## src/design/mem_consts.svh

```systemverilog
// Memory map constants
`ifndef MEM_CONSTS_SVH
`define MEM_CONSTS_SVH

// data and address widths
`define MEM_BITS 16
`define MEM_ADDR_BITS 16

// RAM banks, selected by the top address bits
`define MEM_BANKS 4

// boot ROM index width, 256 words
`define ROM_ADDR_BITS 8

// peripheral pages, upper 12 address bits
`define GPIO_PAGE 12'h011 // 0x011x
`define PWM_PAGE 12'h012 // 0x012x

`endif

```

## src/design/mem_pkg.sv

```systemverilog
// Memory controller types
`include "mem_consts.svh"

package mem_pkg;

	// I/O view of an address
	typedef struct packed {
		logic [`MEM_ADDR_BITS-5:0] page; // 16-word page
		logic [3:0] idx; // register index
	} ioAddr_t;

	// RAM view of the same address
	typedef struct packed {
		logic [$clog2(`MEM_BANKS)-1:0] bank;
		logic [`MEM_ADDR_BITS-3:0] offset;
	} ramAddr_t;

	typedef union packed {
		ioAddr_t io;
		ramAddr_t ram;
	} memAddr_u;

	// request to a peripheral register block
	typedef struct packed {
		logic [3:0] idx;
		logic [`MEM_BITS-1:0] wdata;
		logic wr; // single-cycle strobe
	} regReq_t;

	// request to one RAM bank
	typedef struct packed {
		logic [`MEM_ADDR_BITS-3:0] offset;
		logic [`MEM_BITS-1:0] wdata;
		logic wr;
	} ramReq_t;

	// fixed boot image, scrambled index pattern
	function automatic logic [`MEM_BITS-1:0] romWord(input logic [`ROM_ADDR_BITS-1:0] idx);
		logic [`MEM_BITS-1:0] w;
		w = {idx, ~idx} ^ 16'hC35A;
		w = {w[12:0], w[15:13]}; // rotate left by 3
		return w + {8'h00, idx};
	endfunction

endpackage

```

## src/design/pwm_led.sv

```systemverilog
// Three-channel PWM LED driver
`timescale 1ns/1ps
`include "mem_consts.svh"

module pwm_led (
	input logic CLK,
	input logic RSTb,
	input mem_pkg::regReq_t req,
	output logic [`MEM_BITS-1:0] rdata,
	output logic [2:0] ledPins
);

	logic [2:0][7:0] duty;
	logic [7:0] count;

	// duty registers 0 to 2
	always_ff @(posedge CLK) begin
		if (!RSTb) begin
			duty <= '0;
		end else if (req.wr && req.idx < 4'd3) begin
			duty[req.idx[1:0]] <= req.wdata[7:0];
		end
	end

	// free-running period counter, wraps at 255
	always_ff @(posedge CLK) begin
		if (!RSTb) begin
			count <= 8'h00;
		end else begin
			count <= count + 8'd1;
		end
	end

	// one compare per channel, registered
	always_ff @(posedge CLK) begin
		if (!RSTb) begin
			ledPins <= 3'b000;
		end else begin
			for (int i = 0; i < 3; i++) begin
				ledPins[i] <= (count < duty[i]);
			end
		end
	end

	always_comb begin
		case (req.idx)
			4'd0, 4'd1, 4'd2: begin
				rdata = {{(`MEM_BITS-8){1'b0}}, duty[req.idx[1:0]]};
			end
			4'd3: begin
				rdata = {{(`MEM_BITS-8){1'b0}}, count}; // counter snapshot
			end
			default: begin
				rdata = '0;
			end
		endcase
	end

endmodule

```

## config.mk

```make
export PLATFORM = sky130hd
export DESIGN_NAME = pwm_led
export DESIGN_NICKNAME = d
export VERILOG_FILES = /design/src/design/mem_pkg.sv /design/src/design/pwm_led.sv
export VERILOG_INCLUDE_DIRS = /design/src /design/src/design
export SDC_FILE = /design/constraint.sdc
export NUM_CORES = 1
export LEC_CHECK = 0
export ABC_AREA = 1
export BUFFER_PORTS_ARGS = -buffer_cell sky130_fd_sc_hd__buf_2
export CORE_MARGIN = 2
export CORE_UTILIZATION = 45
export CTS_BUF_LIST = sky130_fd_sc_hd__clkbuf_2
export DETAILED_ROUTE_END_ITERATION = 8
export PLACE_DENSITY_LB_ADDON = 0.05
export SYNTH_ARGS = -nofsm -noshare
export SYNTH_HDL_FRONTEND = slang
export SYNTH_SLANG_ARGS = --single-unit
```

## constraint.sdc

```tcl
create_clock -name CLK -period 2.1 [get_ports CLK]
set_input_delay 0.63 -clock CLK [delete_from_list [all_inputs] [get_ports CLK]]
set_output_delay 0.63 -clock CLK [all_outputs]
set_load 0.05 [all_outputs]
```

==> flow_metrics.env <==
export IMPL_vias=2065
export IMPL_path_clk_slew_ns=0.19
export IMPL_startpoint_type="primary input"
export IMPL_postRouteAntennaNets=0
export IMPL_power_density_nw_per_um2=471
export IMPL_diodes=0
export IMPL_core_region_area_sq_um=4660
export IMPL_required_ns=1.47
export IMPL_hold_ws_ns=0.478
export IMPL_drive_gt1_share_pct=25.1
export IMPL_status="complete, but fails checks"
export IMPL_die_h_microns=73.0
export IMPL_violations="negative setup slack"
export IMPL_yosysWarnings=0
export IMPL_fill_cells=454
export IMPL_critPathMaxStageDelay_ns=0.19
export IMPL_total_power_mw=1.30
export IMPL_dieArea_sq_um=5330
export IMPL_drt_total_wl_microns=5500
export IMPL_drc=0
export IMPL_vias_per_cell=4.81
export IMPL_final_max_slew_violation_count=0
export IMPL_grt_pass1_vias=1940
export IMPL_post_drt_wl_per_cell_microns=12.8
export IMPL_p_leak_nw=1.44
export IMPL_power_share_clock_pct=23.7
export IMPL_yosysTopAreaCell="dfxtp_1"
export IMPL_rsz0062_at_grt="yes"
export IMPL_p_int_mw=0.855
export IMPL_endpoint_kind="output pin"
export IMPL_holdBufCountCts=0
export IMPL_min_period_over_period_pct=104
export IMPL_critPathKind="in -> out"
export IMPL_avgSynthCellArea_sq_um=6.53
export IMPL_ff_latch_area_sq_um=701
export IMPL_clk_latency_ns=0.39
export IMPL_clock_path_buffers=2
export IMPL_dp_hpwl_microns=3970
export IMPL_synth_fa_ha_area_share_pct=12.8
export IMPL_synth_xor_area_share_pct=0
export IMPL_combinationalPowerShare_pct=22.4
export IMPL_htree_levels=2
export IMPL_first_pass_iters=4
export IMPL_ys_seq_area_share_pct=32.7
export IMPL_grt_pass1_wl_microns=9320
export IMPL_crit_chain="buf_12 > buf_4 > nor2_4 > nand2_1 > nand3_2 > nand2_2 > o21ai_4 > buf_6"
export IMPL_synth_common_cells="nand2_1, inv_1, nor2_1, dfxtp_1"
export IMPL_max_cap_violations=0
export IMPL_sw_frac_of_total_pct=34.3
export IMPL_clock_sinks=35
export IMPL_nets=420
export IMPL_ys_types=18
export IMPL_synth_edff_count=0
export IMPL_ir_drop_mv=0.273
export IMPL_io_pins=42
export IMPL_fin_crit_ns=2.18
export IMPL_cp_max_fo=5
export IMPL_setup_slack_ns=-0.0789
export IMPL_max_clock_freq_mhz=459
export IMPL_place_gp_congestion=0.766
export IMPL_synth_compound_area_share_pct=10.6
export IMPL_cts_tree="yes"
export IMPL_syn_area_sq_um=2140
export IMPL_grt_start_max_net_pins=26
export IMPL_slowest_stage="nor2_4"
export IMPL_finalSetupViolations=8
export IMPL_drt_iter0_markers=80
export IMPL_grt_ovfl_total=0
export IMPL_io_buffers=25
export IMPL_switching_power_mw=0.446
export IMPL_ys_ff_latch=35
export IMPL_start_util_pct=46.0
export IMPL_yosysMostFrequentCell="nand2_1"
export IMPL_async_flop_share_pct=0
export IMPL_area_growth_synth_to_final_pct=28.8
export IMPL_rows=25
export IMPL_grt_total_usage_pct=23.0
export IMPL_rrSetupSlack_ns=0.81
export IMPL_antenna_found_initial=0
export IMPL_synth_top_cell_area_share_pct=32.7
export IMPL_pwr_share_seq_pct=53.9
export IMPL_synth_area_leaders="dfxtp_1, nand2_1, ha_1"
export IMPL_final_hold_viol_count=0
export IMPL_synthSimpleGateAreaFrac_pct=30.6
export IMPL_synth_ff_type="dfxtp_1"
export IMPL_die_w_microns=73.0
export IMPL_synth_top_family_by_area="simple AND/OR/NAND/NOR gates"
export IMPL_cts_root_buffer="clkbuf_2"
export IMPL_clock_skew_final_ns=0.00626
export IMPL_arrival_ns=1.55
export IMPL_numCtsBuffers=5
export IMPL_multiInputGateArea_sq_um=1390
export IMPL_hp_class="in -> reg"
export IMPL_synthCells=328
export IMPL_synthMuxAreaShare_pct=0
routing by layer:
metal  vias to the layer above  wire, microns  GRT usage (%)
met5                         -              0              0
li1                       1100              -              -
met1                       929           2880           33.3
met4                         0             71           6.38
met3                         8            145           5.39
met2                        28           2400           33.8
power groups by stage:
stage          combinational [mW]  clock, mW  sequential, mW
4_1_cts                     0.283      0.313           0.700
3_3_place_gp                0.258          0           0.713
6_report                    0.291      0.309           0.701
3_5_place_dp                0.260          0           0.714
2_1_floorplan               0.160          0           0.744
5_1_grt                     0.321      0.350           0.704
cell type report:
class,count,share of cell area [%]
repair buffers,47,14.0
multi-input cells,238,50.4
well taps,54,2.45
inverters,48,6.62
clock buffers,5,0.906
flip-flops and latches,35,25.4
clock inverters,2,0.317
logic make-up after synthesis:
logic type / count (synthesis)
fa+ha+maj: 22
flops: 35
compound gates: 44
buf+inv: 63
other cells: 1
simple gates: 163
worst max-delay path: cells and delay by family:
family,cells,cell delay [ns]
simple gates,4,0.43
buf+inv,3,0.42
compound gates,1,0.06
layout by cell type (no fill, tap or decap), drive strengths merged:
cell type	n
a21oi	22
buf	47
clkbuf	5
clkinv	2
conb	8
dfxtp	35
ha	22
inv	48
nand2	100
nand3	15
nand4	2
nor2	46
nor3	1
o21ai	19
o21bai	3
stage by stage:
stage / TNS, ns / area [sq um] / util [%] / setup slack (ns) / cells
6_report: -0.304 / 2760 / 59.2 / -0.0789 / 429
5_1_grt: -0.656 / 2760 / 59.2 / -0.109 / 429
4_1_cts: -0.205 / 2710 / 58.2 / -0.0302 / 428
3_5_place_dp: -1.83 / 2500 / 53.7 / -0.244 / 417
3_3_place_gp: -1.70 / 2500 / 53.7 / -0.217 / 417
2_1_floorplan: 0 / 2270 / - / 0.0107 / 335
what timing repair did:
| item | in CTS | in global routing |
|---|---|---|
| setup endpoints to repair | 8 | 8 |
| buffers inserted | 3 | 1 |
| resized for setup | 45 | 11 |
| pin swaps | 9 | 8 |
| hold endpoints to repair | 0 | 0 |
| cloned | 1 | 0 |
flip-flops by register name, summed over array words and instances, names as in the netlist:
register	flops
count	8
duty	24
ledPins	3
worst paths after layout:
| check | cells after the start | startpoint | endpoint |
|---|---|---|---|
| worst max-delay path | 8 | req[17] | rdata[0] |
| worst min-delay path | 3 | req[2] | duty[1]$_SDFFE_PN0P_ |
| worst max register to register | 9 | count[1]$_SDFF_PN0_ | count[6]$_SDFF_PN0_ |
| worst min register to register | 2 | duty[16]$_SDFFE_PN0P_ | duty[16]$_SDFFE_PN0P_ |
(Power assumes the default switching activity.)
