File: src/design/mem_consts.svh
// Memory map constants
`ifndef MEM_CONSTS_SVH
`define MEM_CONSTS_SVH

// data and address widths
`define MEM_BITS 16
`define MEM_ADDR_BITS 16

// RAM banks, selected by the top address bits
`define MEM_BANKS 4

// boot ROM index width, 256 words
`define ROM_ADDR_BITS 8

// peripheral pages, upper 12 address bits
`define GPIO_PAGE 12'h011 // 0x011x
`define PWM_PAGE 12'h012 // 0x012x

`endif

File: src/design/mem_pkg.sv
// Memory controller types
`include "mem_consts.svh"

package mem_pkg;

	// I/O view of an address
	typedef struct packed {
		logic [`MEM_ADDR_BITS-5:0] page; // 16-word page
		logic [3:0] idx; // register index
	} ioAddr_t;

	// RAM view of the same address
	typedef struct packed {
		logic [$clog2(`MEM_BANKS)-1:0] bank;
		logic [`MEM_ADDR_BITS-3:0] offset;
	} ramAddr_t;

	typedef union packed {
		ioAddr_t io;
		ramAddr_t ram;
	} memAddr_u;

	// request to a peripheral register block
	typedef struct packed {
		logic [3:0] idx;
		logic [`MEM_BITS-1:0] wdata;
		logic wr; // single-cycle strobe
	} regReq_t;

	// request to one RAM bank
	typedef struct packed {
		logic [`MEM_ADDR_BITS-3:0] offset;
		logic [`MEM_BITS-1:0] wdata;
		logic wr;
	} ramReq_t;

	// fixed boot image, scrambled index pattern
	function automatic logic [`MEM_BITS-1:0] romWord(input logic [`ROM_ADDR_BITS-1:0] idx);
		logic [`MEM_BITS-1:0] w;
		w = {idx, ~idx} ^ 16'hC35A;
		w = {w[12:0], w[15:13]}; // rotate left by 3
		return w + {8'h00, idx};
	endfunction

endpackage

File: src/design/boot_rom.sv
// Boot ROM
`timescale 1ns/1ps
`include "mem_consts.svh"

module boot_rom (
	input logic CLK,
	input logic [`ROM_ADDR_BITS-1:0] idx,
	output logic [`MEM_BITS-1:0] rdata
);

	import mem_pkg::*;

	localparam int DEPTH = 1 << `ROM_ADDR_BITS;

	logic [`MEM_BITS-1:0] romTable [DEPTH];

	// image comes from the shared content function
	initial begin
		for (int i = 0; i < DEPTH; i++) begin
			romTable[i] = romWord(`ROM_ADDR_BITS'(i));
		end
	end

	// synchronous read, one cycle latency
	always_ff @(posedge CLK) begin
		rdata <= romTable[idx];
	end

endmodule

File: config.mk
export PLATFORM = sky130hd
export DESIGN_NAME = boot_rom
export DESIGN_NICKNAME = d
export VERILOG_FILES = /design/src/design/mem_pkg.sv /design/src/design/boot_rom.sv
export VERILOG_INCLUDE_DIRS = /design/src /design/src/design
export SDC_FILE = /design/constraint.sdc
export NUM_CORES = 1
export LEC_CHECK = 0
export BUFFER_PORTS_ARGS = -buffer_cell sky130_fd_sc_hd__buf_2
export CAP_MARGIN = 20
export CORE_MARGIN = 8
export CORE_UTILIZATION = 60
export DETAILED_ROUTE_END_ITERATION = 8
export GPL_ROUTABILITY_DRIVEN = 1
export PLACE_DENSITY = 0.92
export REMOVE_ABC_BUFFERS = 1
export SYNTH_ARGS = -nofsm -noshare
export SYNTH_HDL_FRONTEND = slang
export SYNTH_SLANG_ARGS = --single-unit
File: constraint.sdc
create_clock -name CLK -period 6.2 [get_ports CLK]
set_input_delay 0.93 -clock CLK [delete_from_list [all_inputs] [get_ports CLK]]
set_output_delay 0.93 -clock CLK [all_outputs]
set_load 0.01 [all_outputs]
==> results.sh <==
export IMPL_final_util=0.6414
export IMPL_drt_iter0_drc=415
export IMPL_yosys_register_bits=16
export IMPL_cts_buffer_depth=2
export IMPL_drt_wl_total_mm=5.501
export IMPL_synth_largest_area_cell="sky130_fd_sc_hd__dfxtp_1"
export IMPL_crit_buf_inv=2
export IMPL_finalWorstPathRequiredPeriod_ns=3.002
export IMPL_cp_arrival_ns=3.22
export IMPL_number_of_design_rule_violations_left_after_detail_routing=0
export IMPL_post_route_period_util=0.4842
export IMPL_totalNegativeSetupSlack_ns=0
export IMPL_numClockSinks=16
export IMPL_ctsRootBufferMaster="sky130_fd_sc_hd__clkbuf_4"
export IMPL_critPathLaunchType="primary input"
export IMPL_flow_area_growth_from_synthesis_pct=2.072
export IMPL_grt_antenna_before_repair=0
export IMPL_cap_viol_max_count=0
export IMPL_setup_viol_count_final=0
export IMPL_post_drt_via_cell_ratio=6.669
export IMPL_cts_htree_levels=1
export IMPL_n_diodes=0
export IMPL_cp_max_fo=43
export IMPL_setup_buffers_after_cts=0
export IMPL_finish_cell_count_without_fillers=326
export IMPL_synthesized_netlist_cell_count=283
export IMPL_grt_pass1_wl_mm=8.997
export IMPL_largest_register_ffs=16
export IMPL_ys_flop_type="sky130_fd_sc_hd__dfxtp_1"
export IMPL_synth_edf_count=0
export IMPL_cts_buffers_inserted=3
export IMPL_critical_path_max_stage_delay_ns=0.59
export IMPL_placeableCoreArea_sq_mm=0.003363
export IMPL_synth_avg_cell_area_sq_um=7.467
export IMPL_drive_above_1_share=0.1357
export IMPL_irDropWorstVdd_v=0.0001052
export IMPL_tritoncts="built"
export IMPL_clk_pin_slew_ns=0.13
export IMPL_grt_max_degree=58
export IMPL_critical_path_cell_chain="buf_2 > inv_1 > ha_1 > o311a_1 > a22o_1 > a311o_1"
export IMPL_design_portCount=25
export IMPL_fin_ws_ns=3.198
export IMPL_hold_violations=0
export IMPL_tightestPinTransition_ns=0.9632
export IMPL_dieArea_sq_mm=0.005677
export IMPL_synth_top_cell_area_share=0.1516
export IMPL_holdCritPathClass="primary input to flip-flop"
export IMPL_nNetsFinal=307
export IMPL_status="finished, final reports clean"
export IMPL_antenna_left=0
export IMPL_max_slew_margin_rel=0.3579
export IMPL_cts_resized=0
export IMPL_grt_setup_unrepaired="false"
export IMPL_synthesis_warnings=0
export IMPL_final_max_slew_viol_count=0
export IMPL_rows=21
export IMPL_worst_setup_path_end_kind="flip-flop"
export IMPL_die_w_microns=75.35
export IMPL_dp_cells=322
export IMPL_vias=2174
export IMPL_cts_hold_buffers=0
export IMPL_io_buffers=24
export IMPL_worst_path_max_delay_cell="sky130_fd_sc_hd__buf_2"
export IMPL_vias_in_the_first_global_route=1856
export IMPL_fmaxAchievable_mhz=333.1
export IMPL_sequential_fraction_of_the_synthesis_area=0.1516
export IMPL_yosysUniqueCellTypes=56
export IMPL_powerDensity_mw_per_mm2=158.0
export IMPL_gp_congestion=0.9498
export IMPL_synth_area_sq_mm=0.002113
export IMPL_place_worst_setup_slack_ns=2.911
export IMPL_cp_data_required_time_ns=6.42
export IMPL_post_synth_main_area_contributors="sky130_fd_sc_hd__dfxtp_1, sky130_fd_sc_hd__ha_1, sky130_fd_sc_hd__o21ai_0, sky130_fd_sc_hd__a21oi_1, sky130_fd_sc_hd__mux2i_1"
export IMPL_largestRegisters="rdata: 16 flops"
export IMPL_globalRouteOverflowTotal=0
export IMPL_cpLargestDelayFamily="buffers and inverters"
export IMPL_post_drt_wl_per_cell_microns=16.87
export IMPL_asyncSetResetFlopFracSynth=0
export IMPL_static_leakage_power_nw=0.8786
export IMPL_globalRouteTotalUtil=0.1984
export IMPL_critPathKind="primary input to flip-flop"
export IMPL_floorplan_initialDensity=0.6283
export IMPL_hpwlAfterDp_mm=3.495
export IMPL_firstDrtPassIters=5
export IMPL_registers_top_by_ff_count="rdata"
export IMPL_die_h_microns=75.35
==> per-layer routing <==
layer / wire length, microns / vias to the layer above / global-route usage
li1: - / 1037 / -
met1: 2296 / 989 / 0.2760
met2: 2541 / 138 / 0.2972
met3: 613 / 10 / 0.03421
met4: 51 / 0 / 0.07036
met5: 0 / - / 0
==> kinds of logic after synthesis <==
| family | synth area share |
|---|---|
| xor gates and xnor gates | 0.03730 |
| DFF | 0.1516 |
| buffers and inverters | 0.1054 |
| AOI/OAI and AO/OA | 0.3481 |
| and+or+nand+nor | 0.1670 |
| adders and majority gates | 0.1006 |
| muxes | 0.08999 |
==> area by class of cell <==
cell class | instances | area (sq um)
fillers | 296 | 1206
inverters | 14 | 52.55
repair buffers | 24 | 120.1
flip-flops and latches | 16 | 320.3
clock buffers | 4 | 36.28
well taps | 46 | 57.56
multi-input cells | 222 | 1570
==> worst paths after layout <==
kind | slack, ns | startpoint | endpoint | cells past startpoint
min | 1.04 | idx[0] | rdata[11] | 3
max | 3.20 | idx[2] | rdata[4] | 6
==> power by group <==
part | switching [mW] | internal, mW
Combinational | 0.0888 | 0.0577
Clock | 0.0417 | 0.0358
Sequential | 0.00231 | 0.114
Total | 0.133 | 0.208
==> synth_stat cells (all sizes together) (2+ instances only) <==
cell / number
o221ai: 2
o211ai: 7
nor3b: 2
nand2: 19
a22oi: 2
o2111ai: 4
o31ai: 3
mux2i: 10
mux2: 4
a21oi: 23
dfxtp: 16
inv: 13
nand2b: 10
xor2: 3
a211o: 4
o22a: 2
clkbuf: 8
a311oi: 2
ha: 17
o21ai: 24
a31oi: 9
nand3: 4
xnor2: 6
or3: 2
nor2b: 6
a311o: 2
buf: 23
and3: 3
a221oi: 4
nor2: 21
nand3b: 2
nor3: 2
a21boi: 2
mux4: 2
a211oi: 6
==> through the flow <==
step,hold WS (ns),area [sq um],power (mW)
3_5_place_dp,1.327,2121,0.2625
4_1_cts,1.046,2157,0.3367
5_1_grt,1.068,2157,0.3598
2_1_floorplan,1.018,1943,0.2081
3_3_place_gp,1.325,2121,0.2594
6_report,1.044,2157,0.3409
==> cell usage in the layout (no fill, tap or decap), types with 4 or more instances in the layout <==
cell type	netlist	layout
sky130_fd_sc_hd__o21ai_0	24	24
sky130_fd_sc_hd__buf_2	16	24
sky130_fd_sc_hd__a21oi_1	23	23
sky130_fd_sc_hd__nor2_1	21	21
sky130_fd_sc_hd__nand2_1	19	19
sky130_fd_sc_hd__ha_1	17	17
sky130_fd_sc_hd__dfxtp_1	16	16
sky130_fd_sc_hd__inv_1	12	12
sky130_fd_sc_hd__mux2i_1	10	10
sky130_fd_sc_hd__nand2b_1	9	9
sky130_fd_sc_hd__a31oi_1	9	9
sky130_fd_sc_hd__o211ai_1	7	7
sky130_fd_sc_hd__nor2b_1	6	6
sky130_fd_sc_hd__xnor2_1	6	6
sky130_fd_sc_hd__a211oi_1	6	6
sky130_fd_sc_hd__nand3_1	4	4
sky130_fd_sc_hd__a211o_1	4	4
sky130_fd_sc_hd__mux2_2	4	4
sky130_fd_sc_hd__o2111ai_1	4	4
No activity file was read; power rests on OpenSTA's default activity.
