$ cat src/design/mem_consts.svh
// Memory map constants
`ifndef MEM_CONSTS_SVH
`define MEM_CONSTS_SVH

// data and address widths
`define MEM_BITS 16
`define MEM_ADDR_BITS 16

// RAM banks, selected by the top address bits
`define MEM_BANKS 4

// boot ROM index width, 256 words
`define ROM_ADDR_BITS 8

// peripheral pages, upper 12 address bits
`define GPIO_PAGE 12'h011 // 0x011x
`define PWM_PAGE 12'h012 // 0x012x

`endif

$ cat src/design/mem_pkg.sv
// Memory controller types
`include "mem_consts.svh"

package mem_pkg;

	// I/O view of an address
	typedef struct packed {
		logic [`MEM_ADDR_BITS-5:0] page; // 16-word page
		logic [3:0] idx; // register index
	} ioAddr_t;

	// RAM view of the same address
	typedef struct packed {
		logic [$clog2(`MEM_BANKS)-1:0] bank;
		logic [`MEM_ADDR_BITS-3:0] offset;
	} ramAddr_t;

	typedef union packed {
		ioAddr_t io;
		ramAddr_t ram;
	} memAddr_u;

	// request to a peripheral register block
	typedef struct packed {
		logic [3:0] idx;
		logic [`MEM_BITS-1:0] wdata;
		logic wr; // single-cycle strobe
	} regReq_t;

	// request to one RAM bank
	typedef struct packed {
		logic [`MEM_ADDR_BITS-3:0] offset;
		logic [`MEM_BITS-1:0] wdata;
		logic wr;
	} ramReq_t;

	// fixed boot image, scrambled index pattern
	function automatic logic [`MEM_BITS-1:0] romWord(input logic [`ROM_ADDR_BITS-1:0] idx);
		logic [`MEM_BITS-1:0] w;
		w = {idx, ~idx} ^ 16'hC35A;
		w = {w[12:0], w[15:13]}; // rotate left by 3
		return w + {8'h00, idx};
	endfunction

endpackage

$ cat src/design/gpio_port.sv
// GPIO register block
`timescale 1ns/1ps
`include "mem_consts.svh"

module gpio_port (
	input logic CLK,
	input logic RSTb,
	input mem_pkg::regReq_t req,
	output logic [`MEM_BITS-1:0] rdata,
	output logic [3:0] outPins,
	input logic [5:0] inPins
);

	logic [3:0] outLatch;
	logic [5:0] inMeta;
	logic [5:0] inSync;

	// output latch, register 0
	always_ff @(posedge CLK) begin
		if (!RSTb) begin
			outLatch <= 4'h0;
		end else if (req.wr && req.idx == 4'd0) begin
			outLatch <= req.wdata[3:0];
		end
	end

	assign outPins = outLatch;

	// two-flop synchronizer on the input pins
	always_ff @(posedge CLK) begin
		if (!RSTb) begin
			inMeta <= 6'h00;
			inSync <= 6'h00;
		end else begin
			inMeta <= inPins; // may go metastable
			inSync <= inMeta;
		end
	end

	// read port, no side effects
	always_comb begin
		case (req.idx)
			4'd0: begin
				rdata = {{(`MEM_BITS-4){1'b0}}, outLatch};
			end
			4'd1: begin
				rdata = {{(`MEM_BITS-6){1'b0}}, inSync};
			end
			default: begin
				rdata = '0; // unused registers
			end
		endcase
	end

endmodule

$ cat config.mk
export PLATFORM = sky130hd
export DESIGN_NAME = gpio_port
export DESIGN_NICKNAME = d
export VERILOG_FILES = /design/src/design/mem_pkg.sv /design/src/design/gpio_port.sv
export VERILOG_INCLUDE_DIRS = /design/src /design/src/design
export SDC_FILE = /design/constraint.sdc
export NUM_CORES = 1
export LEC_CHECK = 0
export BUFFER_PORTS_ARGS = -buffer_cell sky130_fd_sc_hd__buf_2
export CAP_MARGIN = 20
export CORE_ASPECT_RATIO = 1.2
export CORE_MARGIN = 2
export CORE_UTILIZATION = 31
export CTS_CLUSTER_DIAMETER = 100
export CTS_CLUSTER_SIZE = 14
export DETAILED_ROUTE_END_ITERATION = 8
export PLACE_DENSITY_LB_ADDON = 0.1
export SETUP_SLACK_MARGIN = 0.1
export SYNTH_ARGS = -nofsm -noshare
export SYNTH_HDL_FRONTEND = slang
export SYNTH_SLANG_ARGS = --single-unit
export TNS_END_PERCENT = 10
$ cat constraint.sdc
create_clock -name CLK -period 1.7 [get_ports CLK]
set_input_delay 0.34 -clock CLK [delete_from_list [all_inputs] [get_ports CLK]]
set_output_delay 0.34 -clock CLK [all_outputs]
set_load 0.005 [all_outputs]
==> flow_metrics.env, run 1 <==
export IMPL_first_pass_iters=1
export IMPL_initialDrtViolationCount=0
export IMPL_synth_top_cell_area_share_pct=48.1
export IMPL_drt_antenna_violating_nets=0
export IMPL_num_io_pins=49
export IMPL_yosysMostFrequentCell="dfxtp_1"
export IMPL_layout_min_cycle_time_ns=1.53
export IMPL_clock_root_buffer="clkbuf_4"
export IMPL_power_density_mw_per_mm2=796
export IMPL_synth_flop_cell="dfxtp_1"
export IMPL_clkTransAtPathRegs_ns=0.08
export IMPL_portBuffers=26
export IMPL_fp_dieW_um=46.3
export IMPL_drt_total_wl_um=997
export IMPL_startpoint_type="primary input"
export IMPL_synth_avg_cell_area_um2=9.79
export IMPL_dp_cells=119
export IMPL_final_cells=122
export IMPL_insertion_delay_ns=0.27
export IMPL_cts_sinks=16
export IMPL_hold_buffers=0
export IMPL_maxSlewViolCount=0
export IMPL_r2r_cells=2
export IMPL_viasPerCell=3.83
export IMPL_initial_core_util_pct=32.5
export IMPL_leakage_nw=0.395
export IMPL_fin_setup_tns_ns=0
export IMPL_finalWorstSetupSlack_ns=0.165
export IMPL_die_area_mm2=0.00254
export IMPL_grt_max_degree=21
export IMPL_final_nets=123
export IMPL_synth_cell_types=14
export IMPL_routedWlPerCell_um=8.17
export IMPL_synth_sequential_area_ratio_pct=48.1
export IMPL_reg2reg_from="outPins[1]"
export IMPL_post_route_period_util_pct=90.3
export IMPL_core_area_mm2=0.00205
export IMPL_rsz0062_at_grt="false"
export IMPL_required_ns=1.36
export IMPL_syn_to_final_growth_pct=18.8
export IMPL_status="finished, final reports clean"
export IMPL_post_cts_buffers=0
export IMPL_antenna_found_initial=0
export IMPL_crit_end="rdata[3]"
export IMPL_path_class="primary input to primary output"
export IMPL_drv_cap=0
export IMPL_cp_end_kind="primary output"
export IMPL_ir_drop_mv=0.427
export IMPL_holdWs_ns=0.262
export IMPL_fmax_mhz=652
export IMPL_arrival_ns=1.19
export IMPL_post_cts_resize_count=0
export IMPL_overflow=0
export IMPL_crit_start="req[18]"
export IMPL_cts_max_level=1
export IMPL_rrSetupSlack_ns=1.07
export IMPL_hp_class="primary input to register"
export IMPL_r2r_end="outPins[1]"
export IMPL_first_global_vias=344
export IMPL_yosysTopAreaCell="dfxtp_1"
export IMPL_synth_seq_cells=16
export IMPL_row_count=18
export IMPL_critPathMaxFanout=5
export IMPL_async_flop_share_pct=0
export IMPL_synthTopCellsByArea="dfxtp_1 48%, mux2i_1 12%, and2_1 11%"
export IMPL_die_height_um=54.8
export IMPL_grt_pass1_wl_um=1390
export IMPL_dr_total_vias=467
export IMPL_num_antenna_cells=0
export IMPL_gr_usage_all_layers_pct=8.15
export IMPL_cts_path_max_buffers=2
export IMPL_synth_edf_count=0
export IMPL_dp_slack_ns=0.0582
export IMPL_postSynthCellCount=68
export IMPL_cts_tree="built"
export IMPL_fillers=224
export IMPL_numCtsBuffers=3
export IMPL_hold_viol=0
export IMPL_yosysWarnings=0
export IMPL_synth_area_um2=666
export IMPL_skew_ns=0.000217
export IMPL_synth_common_cells="16 x dfxtp_1, 12 x and2_1, 10 x buf_4"
export IMPL_gp_congestion=0.628
export IMPL_layout_drive_gt1_share_pct=32.6
export IMPL_final_core_util_pct=38.6
export IMPL_finalSetupViolCount=0
export IMPL_drcViolationCount=0
==> how the worst min path moves through the flow <==
| stage | end | cells past startpoint | start |
|---|---|---|---|
| after floorplan | inSync[0] | 1 | inMeta[0] |
| after global placement | inSync[1] | 1 | inMeta[1] |
| after detailed placement | inSync[3] | 1 | inMeta[3] |
| after CTS | inMeta[3] | 2 | inPins[3] |
| after global routing | inMeta[5] | 2 | inPins[5] |
| final | inMeta[3] | 2 | inPins[3] |
==> through the flow <==
stage          power, mW  cell area [um^2]
2_1_floorplan      0.452               699
3_3_place_gp       0.455               768
3_5_place_dp       0.457               768
4_1_cts            0.641               791
5_1_grt            0.662               791
6_report           0.630               791
==> worst max-delay path: stages <==
cell	delay, ns
buf_2	0.10
or3_1	0.48
nor2_1	0.15
buf_2	0.12
==> cell type report <==
cell class                      instances  area (um^2)  area share (%)
Clock buffer                            3         22.5            2.85
Timing Repair Buffer                   26          130            16.5
Sequential cell                        16          320            40.5
Tap cell                               30         37.5            4.75
Multi-Input combinational cell         47          280            35.4
==> cell families (layout without fill, tap and decap cells) <==
| group | Yosys count | in the layout | synth area share (%) |
|---|---|---|---|
| mux | 8 | 8 | 12.0 |
| other cells | 1 | 10 | 0.563 |
| simple gates | 29 | 29 | 24.4 |
| flops | 16 | 16 | 48.1 |
| buf+inv | 14 | 29 | 14.8 |
==> cells in the final DEF, fill, tap and decap left out, drive strengths merged <==
| cell | synthesis | final |
|---|---|---|
| buf | 12 | 26 |
| dfxtp | 16 | 16 |
| and2 | 12 | 12 |
| conb | 1 | 10 |
| mux2i | 8 | 8 |
| nand2 | 8 | 8 |
| nor2 | 4 | 4 |
| clkbuf | 2 | 3 |
| and3 | 2 | 2 |
| nor3 | 1 | 1 |
| or3 | 1 | 1 |
| nor3b | 1 | 1 |
==> metal layers <==
layer | GRT usage (%) | part of all wire [%]
met5 | 0 | 0
met4 | 5.71 | 1.0
met3 | 1.98 | 7.6
met2 | 13.2 | 52
met1 | 9.22 | 39
==> registers in the layout, summed over array words and instances (netlist names) <==
register / count
inSync: 6
inMeta: 6
outPins: 4
==> power by group <==
group | switching [mW] | total [mW] | internal (mW)
combinational | 0.0268 | 0.0545 | 0.0277
clock | 0.102 | 0.183 | 0.0818
sequential | 0.00313 | 0.392 | 0.389
total | 0.131 | 0.630 | 0.498
Note: power is estimated with default switching activity, not from simulation.
==> run 2: changes to the inputs <==
Settings changed: ABC_AREA set to 1.
==> flow_metrics.env, run 2 <==
export IMPL_status="finished, final reports clean"
export IMPL_clkTransAtPathRegs_ns=0.09
export IMPL_fillers=267
export IMPL_arrival_ns=1.11
export IMPL_holdWs_ns=0.228
export IMPL_yosysWarnings=0
export IMPL_portBuffers=26
export IMPL_gr_usage_all_layers_pct=9.22
export IMPL_synth_flop_cell="dfxtp_1"
export IMPL_synthTopCellsByArea="dfxtp_1 45%, inv_1 14%, nand2_1 11%"
export IMPL_required_ns=1.36
export IMPL_drt_total_wl_um=1160
export IMPL_num_antenna_cells=0
export IMPL_yosysMostFrequentCell="inv_1"
export IMPL_synth_common_cells="26 x inv_1, 21 x nand2_1, 16 x dfxtp_1"
export IMPL_layout_common_cells="26 x inv_1, 26 x buf_2, 21 x nand2_1, 16 x dfxtp_1, 10 x conb_1"
export IMPL_synth_top_cell_area_share_pct=44.7
export IMPL_die_area_mm2=0.00271
export IMPL_dr_total_vias=566
export IMPL_grt_max_degree=17
export IMPL_leakage_nw=0.523
export IMPL_slowest_stage="o22ai_1"
export IMPL_yosysTopAreaCell="dfxtp_1"
export IMPL_num_io_pins=49
export IMPL_clock_root_buffer="clkbuf_4"
export IMPL_r2r_cells=4
export IMPL_layout_min_cycle_time_ns=1.45
export IMPL_maxSlewViolCount=0
export IMPL_post_cts_buffers=0
export IMPL_final_nets=155
export IMPL_finalSetupViolCount=0
export IMPL_synth_edf_count=0
export IMPL_overflow=0
export IMPL_initialDrtViolationCount=0
export IMPL_skew_ns=0.00192
export IMPL_insertion_delay_ns=0.29
export IMPL_grt_pass1_wl_um=1730
export IMPL_hold_viol=0
export IMPL_cts_tree="built"
export IMPL_drv_cap=0
export IMPL_post_cts_resize_count=0
export IMPL_crit_chain="buf_2 -> nor2_4 -> nand2_1 -> o22ai_1 -> buf_2"
export IMPL_path_class="primary input to primary output"
export IMPL_postSynthCellCount=98
export IMPL_routedWlPerCell_um=7.42
export IMPL_drcViolationCount=0
export IMPL_power_total_mw=0.708
export IMPL_power_density_mw_per_mm2=813
export IMPL_synth_seq_cells=16
export IMPL_synth_sequential_area_ratio_pct=44.7
export IMPL_cts_sinks=16
export IMPL_hold_buffers=0
export IMPL_drt_antenna_violating_nets=0
export IMPL_critPathMaxFanout=7
export IMPL_fp_dieW_um=47.9
export IMPL_gp_congestion=0.768
export IMPL_layout_drive_gt1_share_pct=30.4
export IMPL_initial_core_util_pct=32.1
export IMPL_core_area_mm2=0.00223
export IMPL_synth_area_um2=717
export IMPL_post_route_period_util_pct=85.3
export IMPL_fmax_mhz=690
export IMPL_hpwl_um=893
export IMPL_hp_class="primary input to register"
export IMPL_synth_avg_cell_area_um2=7.32
export IMPL_numCtsBuffers=3
export IMPL_row_count=19
export IMPL_ir_drop_mv=0.361
export IMPL_cts_max_level=1
export IMPL_startpoint_type="primary input"
export IMPL_fin_setup_tns_ns=0
export IMPL_worst_path_most_repeated_cell="buf_2"
export IMPL_hold_path_depth=3
export IMPL_rsz0062_at_grt="false"
export IMPL_antenna_found_initial=0
export IMPL_cp_end_kind="primary output"
export IMPL_async_flop_share_pct=0
export IMPL_syn_to_final_growth_pct=21.5
export IMPL_die_height_um=56.7
export IMPL_slowest_delay_ns=0.19
export IMPL_synth_cell_types=13
export IMPL_first_pass_iters=1
export IMPL_first_global_vias=476
export IMPL_cts_path_max_buffers=2
export IMPL_viasPerCell=3.63
run 2: cell types whose count changed after synthesis, sizes merged, moves of 2 or more:
| cell | previous run | this run |
|---|---|---|
| and3 | 2 | 0 |
| and2 | 12 | 0 |
| clkbuf | 2 | 0 |
| nand4 | 0 | 4 |
| nand2 | 8 | 21 |
| o22ai | 0 | 4 |
| nor2 | 4 | 8 |
| mux2i | 8 | 0 |
| inv | 0 | 30 |
run 2: layout make-up:
type | instances | area, um^2 | share of cell area, %
sequential | 16 | 320 | 36.8
multi-input combinational | 49 | 233 | 26.7
inverter | 30 | 113 | 12.9
timing repair buffer | 26 | 130 | 14.9
tap | 31 | 38.8 | 4.45
clock buffer | 4 | 36.3 | 4.17
run 2: where the power goes:
part | total, mW | internal [mW] | leakage [nW] | switching [mW]
sequential | 0.393 | 0.390 | 0.132 | 0.00351
clock | 0.246 | 0.131 | 0.0210 | 0.116
combinational | 0.0687 | 0.0283 | 0.371 | 0.0404
total | 0.708 | 0.549 | 0.523 | 0.160
run 2: layer usage:
layer	routed length [um]	global-route usage, %
met5	0	0
met4	48	8.49
met3	89	3.22
met2	528	14.1
met1	491	8.95
run 2: cell families (layout without fill, tap and decap cells):
logic type | Yosys count | in the layout | share of synthesized area [%]
other | 1 | 10 | 0.523
buffers and inverters | 42 | 60 | 27.6
and+or+nand+nor | 35 | 35 | 23.7
DFF | 16 | 16 | 44.7
AOI/OAI and AO/OA | 4 | 4 | 3.49
run 2: per-stage QoR:
step / utilization [%] / std cells / worst slack, ns / cell area [um^2]
6_report: 39.0 / 156 / 0.250 / 871
3_3_place_gp: 37.3 / 152 / 0.236 / 835
3_5_place_dp: 37.3 / 152 / 0.245 / 835
5_1_grt: 39.0 / 156 / 0.170 / 871
2_1_floorplan: - / 107 / 0.577 / 751
4_1_cts: 39.0 / 156 / 0.242 / 871
run 2: worst paths after layout:
kind | start | end | slack (ns)
hold / removal | inPins[4] | inMeta[4] | 0.23
setup / recovery | req[20] | rdata[0] | 0.25
hold reg to reg | inMeta[4] | inSync[4] | 0.42
setup reg to reg | outPins[2] | outPins[2] | 1.08
run 2: critical path: cells and delay by family:
| family | cells | cell delay, ns |
|---|---|---|
| buffers and inverters | 2 | 0.25 |
| AOI/OAI and AO/OA | 1 | 0.19 |
| and+or+nand+nor | 2 | 0.33 |
